<file path="config.mk">
export PLATFORM = sky130hd
export DESIGN_NAME = mpadd_top
export DESIGN_NICKNAME = d
export VERILOG_FILES = /design/src/hw/mpadd_pkg.sv /design/src/hw/mpadd_top.sv /design/src/hw/mpadd_control.sv /design/src/hw/result_collector.sv /design/src/hw/step_carry_unit.sv /design/src/hw/operand_shifter.sv
export VERILOG_INCLUDE_DIRS = /design/src /design/src/hw
export SDC_FILE = /design/constraint.sdc
export NUM_CORES = 1
export LEC_CHECK = 0
export BUFFER_PORTS_ARGS = -buffer_cell sky130_fd_sc_hd__buf_2
export CORE_MARGIN = 5
export CORE_UTILIZATION = 50
export DETAILED_ROUTE_END_ITERATION = 7
export GPL_TIMING_DRIVEN = 0
export PLACE_DENSITY = 0.81
export SETUP_SLACK_MARGIN = 0.1
export SLEW_MARGIN = 20
export SYNTH_ARGS = -nofsm -noshare
export SYNTH_HDL_FRONTEND = slang
export SYNTH_SLANG_ARGS = --single-unit
</file>
<file path="constraint.sdc">
create_clock -name clock -period 9.3 [get_ports clock]
set_input_delay 0.465 -clock clock [delete_from_list [all_inputs] [get_ports clock]]
set_output_delay 0.465 -clock clock [all_outputs]
set_load 0.05 [all_outputs]
</file>
<file path="src/hw/mpadd_defs.svh">
// ~~~~~~~~~~~~~~~~~~~~~~~~~~~~~~~~~~~~~~~~~~~~~~~~~~~~~~~~~~~~~~~~~~~~~~~~~~~
// Multiprecision adder/subtractor sizing
// Word width, step word width and the step count derived from them
// ~~~~~~~~~~~~~~~~~~~~~~~~~~~~~~~~~~~~~~~~~~~~~~~~~~~~~~~~~~~~~~~~~~~~~~~~~~~
`ifndef MPADD_DEFS_SVH
`define MPADD_DEFS_SVH

`define MP_WORD_WIDTH 64
`define MP_STEP_WIDTH 16
`define MP_STEP_COUNT (`MP_WORD_WIDTH / `MP_STEP_WIDTH)
`define MP_STEP_CNT_WIDTH ((`MP_STEP_COUNT > 1) ? $clog2(`MP_STEP_COUNT) : 1)

// Elaboration check, expanded inside a module body
`define MP_CHECK_STEP_WIDTH \
    if ((`MP_WORD_WIDTH % `MP_STEP_WIDTH) != 0) begin : g_step_width_check \
        $error("Word width must be a whole multiple of the step width"); \
    end

`endif
</file>
<file path="src/hw/mpadd_pkg.sv">
// ~~~~~~~~~~~~~~~~~~~~~~~~~~~~~~~~~~~~~~~~~~~~~~~~~~~~~~~~~~~~~~~~~~~~~~~~~~~
// Multiprecision adder/subtractor types
// Operation and state encodings, request, step and result records
// ~~~~~~~~~~~~~~~~~~~~~~~~~~~~~~~~~~~~~~~~~~~~~~~~~~~~~~~~~~~~~~~~~~~~~~~~~~~
`include "mpadd_defs.svh"

package mpadd_pkg;

    // Matches the sign bit convention: 0 adds, 1 subtracts
    typedef enum logic {
        OP_ADD = 1'b0,
        OP_SUB = 1'b1
    } mp_op_e;

    typedef enum logic [1:0] {
        ST_LOAD = 2'b00,
        ST_CALC = 2'b01,
        ST_DONE = 2'b11
    } mp_state_e;

    typedef struct packed {
        mp_op_e                    op;
        logic                      carry_in;
        logic [`MP_WORD_WIDTH-1:0] a;
        logic [`MP_WORD_WIDTH-1:0] b;
    } mp_request_t;

    // One step word worth of adder output
    typedef struct packed {
        logic [`MP_STEP_WIDTH-1:0] sum;
        logic [`MP_STEP_WIDTH-1:0] carries;
        logic                      overflow;
    } mp_step_t;

    typedef struct packed {
        logic [`MP_WORD_WIDTH-1:0] sum;
        logic [`MP_WORD_WIDTH-1:0] carries;
        logic                      carry_out;
        logic                      overflow;
    } mp_result_t;

endpackage

</file>
<file path="src/hw/mpadd_top.sv">
// ~~~~~~~~~~~~~~~~~~~~~~~~~~~~~~~~~~~~~~~~~~~~~~~~~~~~~~~~~~~~~~~~~~~~~~~~~~~
// Multiprecision signed adder/subtractor
// Computes A+B+carry_in or A-B-carry_in one step word per cycle, with
// sum, carry-out, per-bit carries and signed overflow
// ~~~~~~~~~~~~~~~~~~~~~~~~~~~~~~~~~~~~~~~~~~~~~~~~~~~~~~~~~~~~~~~~~~~~~~~~~~~
`include "mpadd_defs.svh"

module mpadd_top
    import mpadd_pkg::*;
(
    input  logic        clock,
    input  logic        arst_n,
    input  mp_request_t req,
    input  logic        req_valid,
    output logic        req_ready,
    output mp_result_t  rsp,
    output logic        rsp_valid,
    input  logic        rsp_ready
);

    logic                      load;
    logic                      step;
    logic [`MP_STEP_WIDTH-1:0] step_a;
    logic [`MP_STEP_WIDTH-1:0] step_b;
    mp_step_t                  step_out;
    logic                      carry;

    mpadd_control u_control (
        .clock     (clock),
        .arst_n    (arst_n),
        .req_valid (req_valid),
        .req_ready (req_ready),
        .rsp_valid (rsp_valid),
        .rsp_ready (rsp_ready),
        .load      (load),
        .step      (step)
    );

    operand_shifter u_shifter (
        .clock  (clock),
        .arst_n (arst_n),
        .load   (load),
        .step   (step),
        .a      (req.a),
        .b      (req.b),
        .step_a (step_a),
        .step_b (step_b)
    );

    step_carry_unit u_carry_unit (
        .clock    (clock),
        .arst_n   (arst_n),
        .load     (load),
        .step     (step),
        .op       (req.op),
        .carry_in (req.carry_in),
        .step_a   (step_a),
        .step_b   (step_b),
        .step_out (step_out),
        .carry    (carry)
    );

    // Result registers hold steady in ST_DONE, so rsp is frozen there
    result_collector u_collector (
        .clock   (clock),
        .arst_n  (arst_n),
        .load    (load),
        .step    (step),
        .step_in (step_out),
        .carry   (carry),
        .result  (rsp)
    );

endmodule

</file>
<file path="src/hw/mpadd_control.sv">
// ~~~~~~~~~~~~~~~~~~~~~~~~~~~~~~~~~~~~~~~~~~~~~~~~~~~~~~~~~~~~~~~~~~~~~~~~~~~
// Multiprecision adder control
// FSM and step counter behind the request and response handshakes,
// drives the datapath load and step strobes
// ~~~~~~~~~~~~~~~~~~~~~~~~~~~~~~~~~~~~~~~~~~~~~~~~~~~~~~~~~~~~~~~~~~~~~~~~~~~
`include "mpadd_defs.svh"

module mpadd_control
    import mpadd_pkg::*;
(
    input  logic clock,
    input  logic arst_n,
    input  logic req_valid,
    output logic req_ready,
    output logic rsp_valid,
    input  logic rsp_ready,
    output logic load,
    output logic step
);

    `MP_CHECK_STEP_WIDTH

    localparam logic [`MP_STEP_CNT_WIDTH-1:0] STEP_LAST =
        (`MP_STEP_CNT_WIDTH)'(`MP_STEP_COUNT - 1);

    mp_state_e                     state;
    mp_state_e                     state_next;
    logic [`MP_STEP_CNT_WIDTH-1:0] step_cnt;
    logic                          last_step;

    // Handshakes
    assign rsp_valid = (state == ST_DONE);
    assign req_ready = (state == ST_LOAD) || ((state == ST_DONE) && rsp_ready);
    assign load      = req_valid && req_ready;
    assign step      = (state == ST_CALC);
    assign last_step = (step_cnt == '0);

    always_comb begin
        state_next = state;
        case (state)
            ST_LOAD: begin
                if (load) begin
                    state_next = ST_CALC;
                end
            end
            ST_CALC: begin
                if (last_step) begin
                    state_next = ST_DONE;
                end
            end
            ST_DONE: begin
                // Taking a result together with a new request reloads at once
                if (load) begin
                    state_next = ST_CALC;
                end else if (rsp_ready) begin
                    state_next = ST_LOAD;
                end
            end
            default: begin
                state_next = ST_LOAD;
            end
        endcase
    end

    always_ff @(posedge clock or negedge arst_n) begin
        if (!arst_n) begin
            state <= ST_LOAD;
        end else begin
            state <= state_next;
        end
    end

    // Counts down the remaining steps, zero marks the last one
    always_ff @(posedge clock or negedge arst_n) begin
        if (!arst_n) begin
            step_cnt <= '0;
        end else if (load) begin
            step_cnt <= STEP_LAST;
        end else if (step && !last_step) begin
            step_cnt <= step_cnt - 1'b1;
        end
    end

endmodule

</file>
<file path="src/hw/result_collector.sv">
// ~~~~~~~~~~~~~~~~~~~~~~~~~~~~~~~~~~~~~~~~~~~~~~~~~~~~~~~~~~~~~~~~~~~~~~~~~~~
// Result collector
// Shifts step sums and step carries into full width result registers and
// keeps the latest overflow and carry-out
// ~~~~~~~~~~~~~~~~~~~~~~~~~~~~~~~~~~~~~~~~~~~~~~~~~~~~~~~~~~~~~~~~~~~~~~~~~~~
`include "mpadd_defs.svh"

module result_collector
    import mpadd_pkg::*;
(
    input  logic       clock,
    input  logic       arst_n,
    input  logic       load,
    input  logic       step,
    input  mp_step_t   step_in,
    input  logic       carry,
    output mp_result_t result
);

    // Words enter at the top, so the first step word ends up lowest
    always_ff @(posedge clock or negedge arst_n) begin
        if (!arst_n) begin
            result <= '0;
        end else if (load) begin
            result <= '0;
        end else if (step) begin
            result.sum       <= {step_in.sum,
                                 result.sum[`MP_WORD_WIDTH-1:`MP_STEP_WIDTH]};
            result.carries   <= {step_in.carries,
                                 result.carries[`MP_WORD_WIDTH-1:`MP_STEP_WIDTH]};
            // Both are final once the top step word is done
            result.overflow  <= step_in.overflow;
            result.carry_out <= carry;
        end
    end

endmodule

</file>
<file path="src/hw/step_carry_unit.sv">
// ~~~~~~~~~~~~~~~~~~~~~~~~~~~~~~~~~~~~~~~~~~~~~~~~~~~~~~~~~~~~~~~~~~~~~~~~~~~
// Step carry unit
// Adds or subtracts one step word per cycle and keeps the running carry
// between steps, so the carry chain spans only one step word
// ~~~~~~~~~~~~~~~~~~~~~~~~~~~~~~~~~~~~~~~~~~~~~~~~~~~~~~~~~~~~~~~~~~~~~~~~~~~
`include "mpadd_defs.svh"

module step_carry_unit
    import mpadd_pkg::*;
(
    input  logic                      clock,
    input  logic                      arst_n,
    input  logic                      load,
    input  logic                      step,
    input  mp_op_e                    op,
    input  logic                      carry_in,
    input  logic [`MP_STEP_WIDTH-1:0] step_a,
    input  logic [`MP_STEP_WIDTH-1:0] step_b,
    output mp_step_t                  step_out,
    output logic                      carry
);

    mp_op_e                    op_q;
    logic                      carry_q;
    logic [`MP_STEP_WIDTH-1:0] b_eff;
    logic [`MP_STEP_WIDTH-1:0] sum_word;
    logic                      carry_next;

    // A subtract is A + ~B + ~carry_in
    always_ff @(posedge clock or negedge arst_n) begin
        if (!arst_n) begin
            op_q    <= OP_ADD;
            carry_q <= 1'b0;
        end else if (load) begin
            op_q    <= op;
            carry_q <= (op == OP_SUB) ? ~carry_in : carry_in;
        end else if (step) begin
            carry_q <= carry_next;
        end
    end

    always_comb begin
        b_eff = (op_q == OP_SUB) ? ~step_b : step_b;
        {carry_next, sum_word} = {1'b0, step_a} + {1'b0, b_eff}
                               + {{`MP_STEP_WIDTH{1'b0}}, carry_q};
    end

    // Carry into each bit falls out of the sum bits
    always_comb begin
        step_out.sum      = sum_word;
        step_out.carries  = step_a ^ b_eff ^ sum_word;
        step_out.overflow = step_out.carries[`MP_STEP_WIDTH-1] ^ carry_next;
    end

    assign carry = carry_next;

endmodule

</file>
<file path="src/hw/operand_shifter.sv">
// ~~~~~~~~~~~~~~~~~~~~~~~~~~~~~~~~~~~~~~~~~~~~~~~~~~~~~~~~~~~~~~~~~~~~~~~~~~~
// Operand shifter
// Loads A and B in parallel, then presents one step word of each per
// cycle, least significant word first
// ~~~~~~~~~~~~~~~~~~~~~~~~~~~~~~~~~~~~~~~~~~~~~~~~~~~~~~~~~~~~~~~~~~~~~~~~~~~
`include "mpadd_defs.svh"

module operand_shifter (
    input  logic                      clock,
    input  logic                      arst_n,
    input  logic                      load,
    input  logic                      step,
    input  logic [`MP_WORD_WIDTH-1:0] a,
    input  logic [`MP_WORD_WIDTH-1:0] b,
    output logic [`MP_STEP_WIDTH-1:0] step_a,
    output logic [`MP_STEP_WIDTH-1:0] step_b
);

    logic [`MP_WORD_WIDTH-1:0] a_shift;
    logic [`MP_WORD_WIDTH-1:0] b_shift;

    // Zero fill from the top as the words are consumed
    always_ff @(posedge clock or negedge arst_n) begin
        if (!arst_n) begin
            a_shift <= '0;
            b_shift <= '0;
        end else if (load) begin
            a_shift <= a;
            b_shift <= b;
        end else if (step) begin
            a_shift <= {{`MP_STEP_WIDTH{1'b0}},
                        a_shift[`MP_WORD_WIDTH-1:`MP_STEP_WIDTH]};
            b_shift <= {{`MP_STEP_WIDTH{1'b0}},
                        b_shift[`MP_WORD_WIDTH-1:`MP_STEP_WIDTH]};
        end
    end

    // Current step operands sit in the low word
    assign step_a = a_shift[`MP_STEP_WIDTH-1:0];
    assign step_b = b_shift[`MP_STEP_WIDTH-1:0];

endmodule

</file>
## Word-level counts from Yosys, hierarchy flattened

Index checks and enable logic that the tools add are counted.

- Register bits after elaboration: 264
- Bits of input ports: 134
- Output and inout bits: 132
- Word-level logic and storage cells: 50

- Add/subtract/negate cells: 3
- Equal/unequal tests: 5
- Multiplexer cells: 17
- Bitwise logic cells: 5
- Reduce and logical (&&, ||, !) cells: 10

Operators with widths:

| kind | count |
|---|---|
| 130-bit two-way mux | 2 |
| 64-bit two-way mux | 4 |
| 16-bit bitwise XOR | 2 |
| 16-bit by 16-bit adder with 17-bit output | 1 |
| 17-bit by 1-bit adder with 17-bit output | 1 |
| 16-bit two-way mux | 1 |
| 16-bit inverter | 1 |
| 2-bit two-way mux | 6 |
| 2-bit case mux with 3 select lines | 1 |
| 2-bit logical NOT | 2 |
| 2-bit inequality test (second input constant) | 2 |
| 2-bit nonzero test | 2 |
| 1-bit logical AND | 3 |
| 1-bit two-way mux | 3 |
| 3-bit by 1-bit inequality test with 1-bit output (second input constant) | 1 |
| 3-bit AND reduction | 1 |
| 2-bit by 1-bit equality test with 1-bit output (second input constant) | 1 |
| 2-bit equality test (second input constant) | 1 |
| 2-bit by 1-bit subtractor with 2-bit output (second input constant) | 1 |
| 1-bit logical NOT | 1 |
| 1-bit logical OR | 1 |
| 1-bit inverter | 1 |
| 1-bit bitwise XOR | 1 |

## Depth between registers and ports, before layout

- Depth in word-level cells: 8
- Gate-level depth with buffers: 12
- Mapped depth without buffers: 10

## By module

Synthesis repeated with hierarchy kept, for this count alone.

- Cells, all modules: 1,171
- Area, all modules: 12,731.0 µm²

Modules (own cells, without submodules):

| module | times used | cells an instance | area an instance (µm²) | sequential area each (µm²) |
|---|---|---|---|---|
| operand_shifter | 1 | 586 | 6,039.5 | 3,203.1 |
| result_collector | 1 | 419 | 5,346.4 | 3,253.1 |
| step_carry_unit | 1 | 141 | 1,112.3 | 50.0 |
| mpadd_control | 1 | 25 | 232.7 | 100.1 |

## Worst setup path before layout

OpenSTA, ideal clock, no wires.

- Kind: register -> register
- Start point: reg u_carry_unit.op_q
- End point: reg u_collector.result[128] (netlist name)
- Setup time: 0.130 ns
- Arrival time: 3.022 ns
- Required time: 9.170 ns
- Setup slack: 6.148 ns
- Stages on the path, launching flop included: 13
- Buffers on the path: 2
- Clock period less this slack: 3.152 ns
- Cell sequence: dfrtp_1 -> clkbuf_1 -> buf_2 -> xor2_1 -> fa_1 -> fa_1 -> a211oi_1 -> o21a_1 -> o21ai_4 -> a31oi_1 -> a21oi_1 -> xnor2_1 -> o21ai_1

- Word-level cells in the longest chain between the ends: 5

RTL lines:

| what | RTL line | source |
|---|---|---|
| start, declared | step_carry_unit.sv:23 | `mp_op_e op_q;` |
| start signal, assigned | step_carry_unit.sv:35 | `op_q <= op;` |
| 16-bit two-way mux | step_carry_unit.sv:43 | `b_eff = (op_q == OP_SUB) ? ~step_b : step_b;` |
| 16-bit by 16-bit adder with 17-bit output | step_carry_unit.sv:44 | `{carry_next, sum_word} = {1'b0, step_a} + {1'b0, b_eff}` |
| 17-bit by 1-bit adder with 17-bit output | step_carry_unit.sv:44 |  |
| 130-bit two-way mux | result_collector.sv:26 | `end else if (step) begin` |
| 130-bit two-way mux | result_collector.sv:24 | `end else if (load) begin` |
| end, declared | result_collector.sv:17 | `output mp_result_t result` |

No other way between the ends. The select of a mux whose other input is x is not followed.
A chain may end at the register's enable or synchronous reset.

## Final worst setup path

Same ends and word-level chain as after synthesis.

==> flow_summary.yaml <==
run_status:
  status: "completed"
route:
  first_iter_violations: 983
  wirelength_um: 33400
  drtAntennaViolNets: 0
  via_count: 10000
  post_drt_wl_per_cell_um: 18.2
  drc: 0
  viasPerCell: 5.46
  dr.pass1.iters: 5
yosys:
  yosys.area_share.simple: 0.191
  synth_compound_area_frac: 0.147
  synth_top_family_by_area: "simple AND/OR/NAND/NOR gates"
  synth-xor-area-share: 0.0261
  synth-seq-area-share: 0.580
  synth_mux_area_frac: 0
  synth.net_count: 1378
  mappedNetlistArea_sq_mm: 0.0114
  ys_warn_count: 0
  synth_cells: 1226
  ys_types: 40
  synth_area_per_cell_sq_um: 9.29
  synth-seq-cells: 264
  synth_fa_ha_area_frac: 0.0211
timing:
  fin_setup_tns_ps: 0
  layout_min_cycle_time_ps: 3830
  max-slew-margin-rel: 0.508
  finalSetupViolCount: 0
  maxSlewViolCount: 0
  worst_pin_slew_ps: 738
  layout_setup_ws_ps: 5470
  clock.fmax_ghz: 0.261
  fin_skew_ps: 6.57
  fin_crit_sh: 0.412
  grt_setup_unrepaired: "false"
  finalHoldViolations: 0
power_and_ir_drop:
  clkPwrFrac: 0.190
  seq_power_share: 0.303
  pwr-share-comb: 0.507
  powerDensity_mw_per_mm2: 454
  p_int_mw: 3.31
  p_leak_nw: 7.46
  switchingPower_mw: 3.15
  vdd_drop_max_v: 0.000219
  netSwitchingFraction: 0.488
global_route:
  overflow: 0
  grt_pass1_wl_um: 53300
  grt_max_degree: 105
  grt_usage: 0.255
  antenna_found_initial: 5
  grt_pass1_vias: 9880
critical_path:
  worstRegToRegCells: 12
  crit_start: "u_carry_unit.op_q"
  r2r-end: "u_collector.result[128]"
  worstReg2RegStart: "u_carry_unit.op_q"
  worstSetupPathType: "flip-flop to flip-flop"
  worst_setup_path_end_kind: "flip-flop"
  startpoint_type: "flip-flop"
  arrival_ps: 4230
  reg2reg_setup_slack_ps: 5470
  worstPathRequired_ps: 9700
  critPathCapture: "u_collector.result[128]"
  cp_max_fo: 10
layout:
  drive_gt1_frac: 0.230
  multiInputGateArea_sq_mm: 0.00439
  stdcell_count: 1832
  seqCellArea_sq_mm: 0.00661
  nets: 1676
  area_delta_synth_final_pct: 24.7
  nFillCells: 1946
die:
  die_h_um: 161
  die_w_um: 161
  initial_core_util: 0.505
  num_io_pins: 266
  die-area_sq_mm: 0.0259
  core_sq_mm: 0.0226
  rows: 55
placed_design:
  gp_congestion: 0.906
  dp.cells: 1778
  io_buffers: 265
  place_hpwl_um: 25100
  dp_slack_ps: 5540
cts:
  clkTransAtPathRegs_ps: 60
  cts.htree.levels: 1
  cts_root_buffer: "clkbuf_16"
  post_cts_buffers: 0
  insertion_delay_ps: 540
  numCtsBuffers: 28
  cts_tree: "yes"
  cts_hold_buf: 1
  ctsLongestPathBuffers: 3
  cts.repair.resized: 0
  cts_sinks: 264
worst_hold_path:
  hold_path_class: "input port to flip-flop"
flow_run:
  cap_violations: 0
-- how the worst min path moves through the flow --
stage,start,to,slack [ps],depth (start not counted)
floorplan,arst_n,u_carry_unit.carry_q,170,0
global placement,u_shifter.b_shift[31],u_shifter.b_shift[31],460,2
detailed placement,arst_n,u_collector.result[11],460,1
CTS,req[124],u_shifter.a_shift[60],100,3
global route,req[118],u_shifter.a_shift[54],120,3
finish,req[121],u_shifter.a_shift[57],120,3
-- per-stage QoR --
| step | area (sq um) | power, mW | utilization | hold WS, ps |
|---|---|---|---|---|
| floorplan | 11400 | 4.26 | - | 169 |
| global placement | 13100 | 5.12 | 0.579 | 458 |
| detailed placement | 13100 | 5.23 | 0.582 | 463 |
| CTS | 14200 | 6.47 | 0.629 | 103 |
| global route | 14200 | 6.85 | 0.629 | 115 |
| finish | 14200 | 6.46 | 0.629 | 117 |
-- power groups by stage --
stage,logic [mW],registers [mW],clock network [mW]
after floorplan,1.61,2.65,0
after global placement,3.17,1.95,0
after detailed placement,3.25,1.97,0
after CTS,3.27,1.96,1.24
after global routing,3.56,2.01,1.29
final,3.27,1.96,1.23
-- cells by family (layout without fill, tap and decap cells) --
group | Yosys count | after routing
simple gates | 551 | 551
compound gates | 267 | 267
flops | 264 | 264
buf+inv | 92 | 412
xor+xnor | 34 | 34
fa+ha+maj | 18 | 18
other cells | 0 | 1
-- state kept, by name, summed over array words and instances, names as in the netlist --
register	cells
u_shifter.a_shift	64
u_control.step_cnt	2
u_carry_unit.op_q	1
u_shifter.b_shift	64
u_control.state	2
u_carry_unit.carry_q	1
u_collector.result	130
-- final cells by class --
type                            instances  share of cell area
Antenna cell                            1            0.000176
Buffer                                 88              0.0269
Clock buffer                           44              0.0635
Clock inverter                          8              0.0104
Inverter                                4             0.00106
Multi-Input combinational cell        870               0.309
Sequential cell                       264               0.465
Tap cell                              285              0.0251
Timing Repair Buffer                  268              0.0987
-- synth_stat cells --
cell type	count	area [sq um]
nor2b_1	2	12.5
nand3_1	56	280
a311o_1	1	10.0
buf_6	1	11.3
o2bb2ai_1	2	17.5
a21bo_2	1	10.0
fa_1	2	40.0
xnor2_1	10	87.6
nand4_1	1	6.26
a221o_1	1	10.0
inv_1	4	15.0
nand2_1	479	1800
ha_1	16	200
buf_2	29	145
buf_4	2	15.0
o21ai_0	62	310
a22oi_1	96	721
nor2_1	4	15.0
xor2_1	24	210
a21oi_1	78	390
o21ai_2	2	17.5
nand2b_1	1	6.26
o21ai_4	1	16.3
a211oi_1	1	7.51
o21a_1	2	15.0
buf_1	3	11.3
and3_1	3	18.8
and2_1	4	25.0
a21oi_2	2	17.5
nor2_4	1	11.3
o21bai_1	1	7.51
o211a_1	1	10.0
clkbuf_1	53	199
a21o_1	7	52.6
o21ai_1	4	20.0
o211ai_1	1	7.51
dfrtp_1	264	6610
a31oi_1	2	12.5
o311ai_0	1	8.76
a31o_4	1	17.5
-- worst max-delay path, stage by stage (launching register included) --
cell and delay (ps):
dfrtp_1 320, clkbuf_1 390, buf_2 360, xor2_1 140
fa_1 430, fa_1 520, a211oi_1 260, o21a_1 280
o21ai_4 120, a31oi_1 370, a21oi_1 210, xnor2_1 220
o21ai_1 70
-- layer usage --
layer  track usage  routed length [um]  vias up
met5             0                  38        -
met3        0.0493                2730       62
li1              -                   -     4721
met4        0.0620                 803        8
met1         0.347               13800     4791
met2         0.426               16000      425
-- layout by cell type, fill, tap and decap left out, drive strengths merged, types with 2 or more instances in the layout --
| master | Yosys | final |
|---|---|---|
| a31oi | 2 | 2 |
| xnor2 | 10 | 10 |
| buf | 35 | 302 |
| nor2b | 2 | 2 |
| inv | 4 | 4 |
| a22oi | 96 | 96 |
| clkbuf | 53 | 97 |
| fa | 2 | 2 |
| o21a | 2 | 2 |
| dfrtp | 264 | 264 |
| o2bb2ai | 2 | 2 |
| xor2 | 24 | 24 |
| clkinvlp | 0 | 3 |
| bufinv | 0 | 4 |
| and2 | 4 | 4 |
| a21o | 7 | 7 |
| and3 | 3 | 3 |
| a21oi | 80 | 80 |
| nand2 | 479 | 479 |
| nand3 | 56 | 56 |
| ha | 16 | 16 |
| nor2 | 5 | 5 |
| o21ai | 69 | 69 |
No activity file was read; power rests on OpenSTA's default activity.
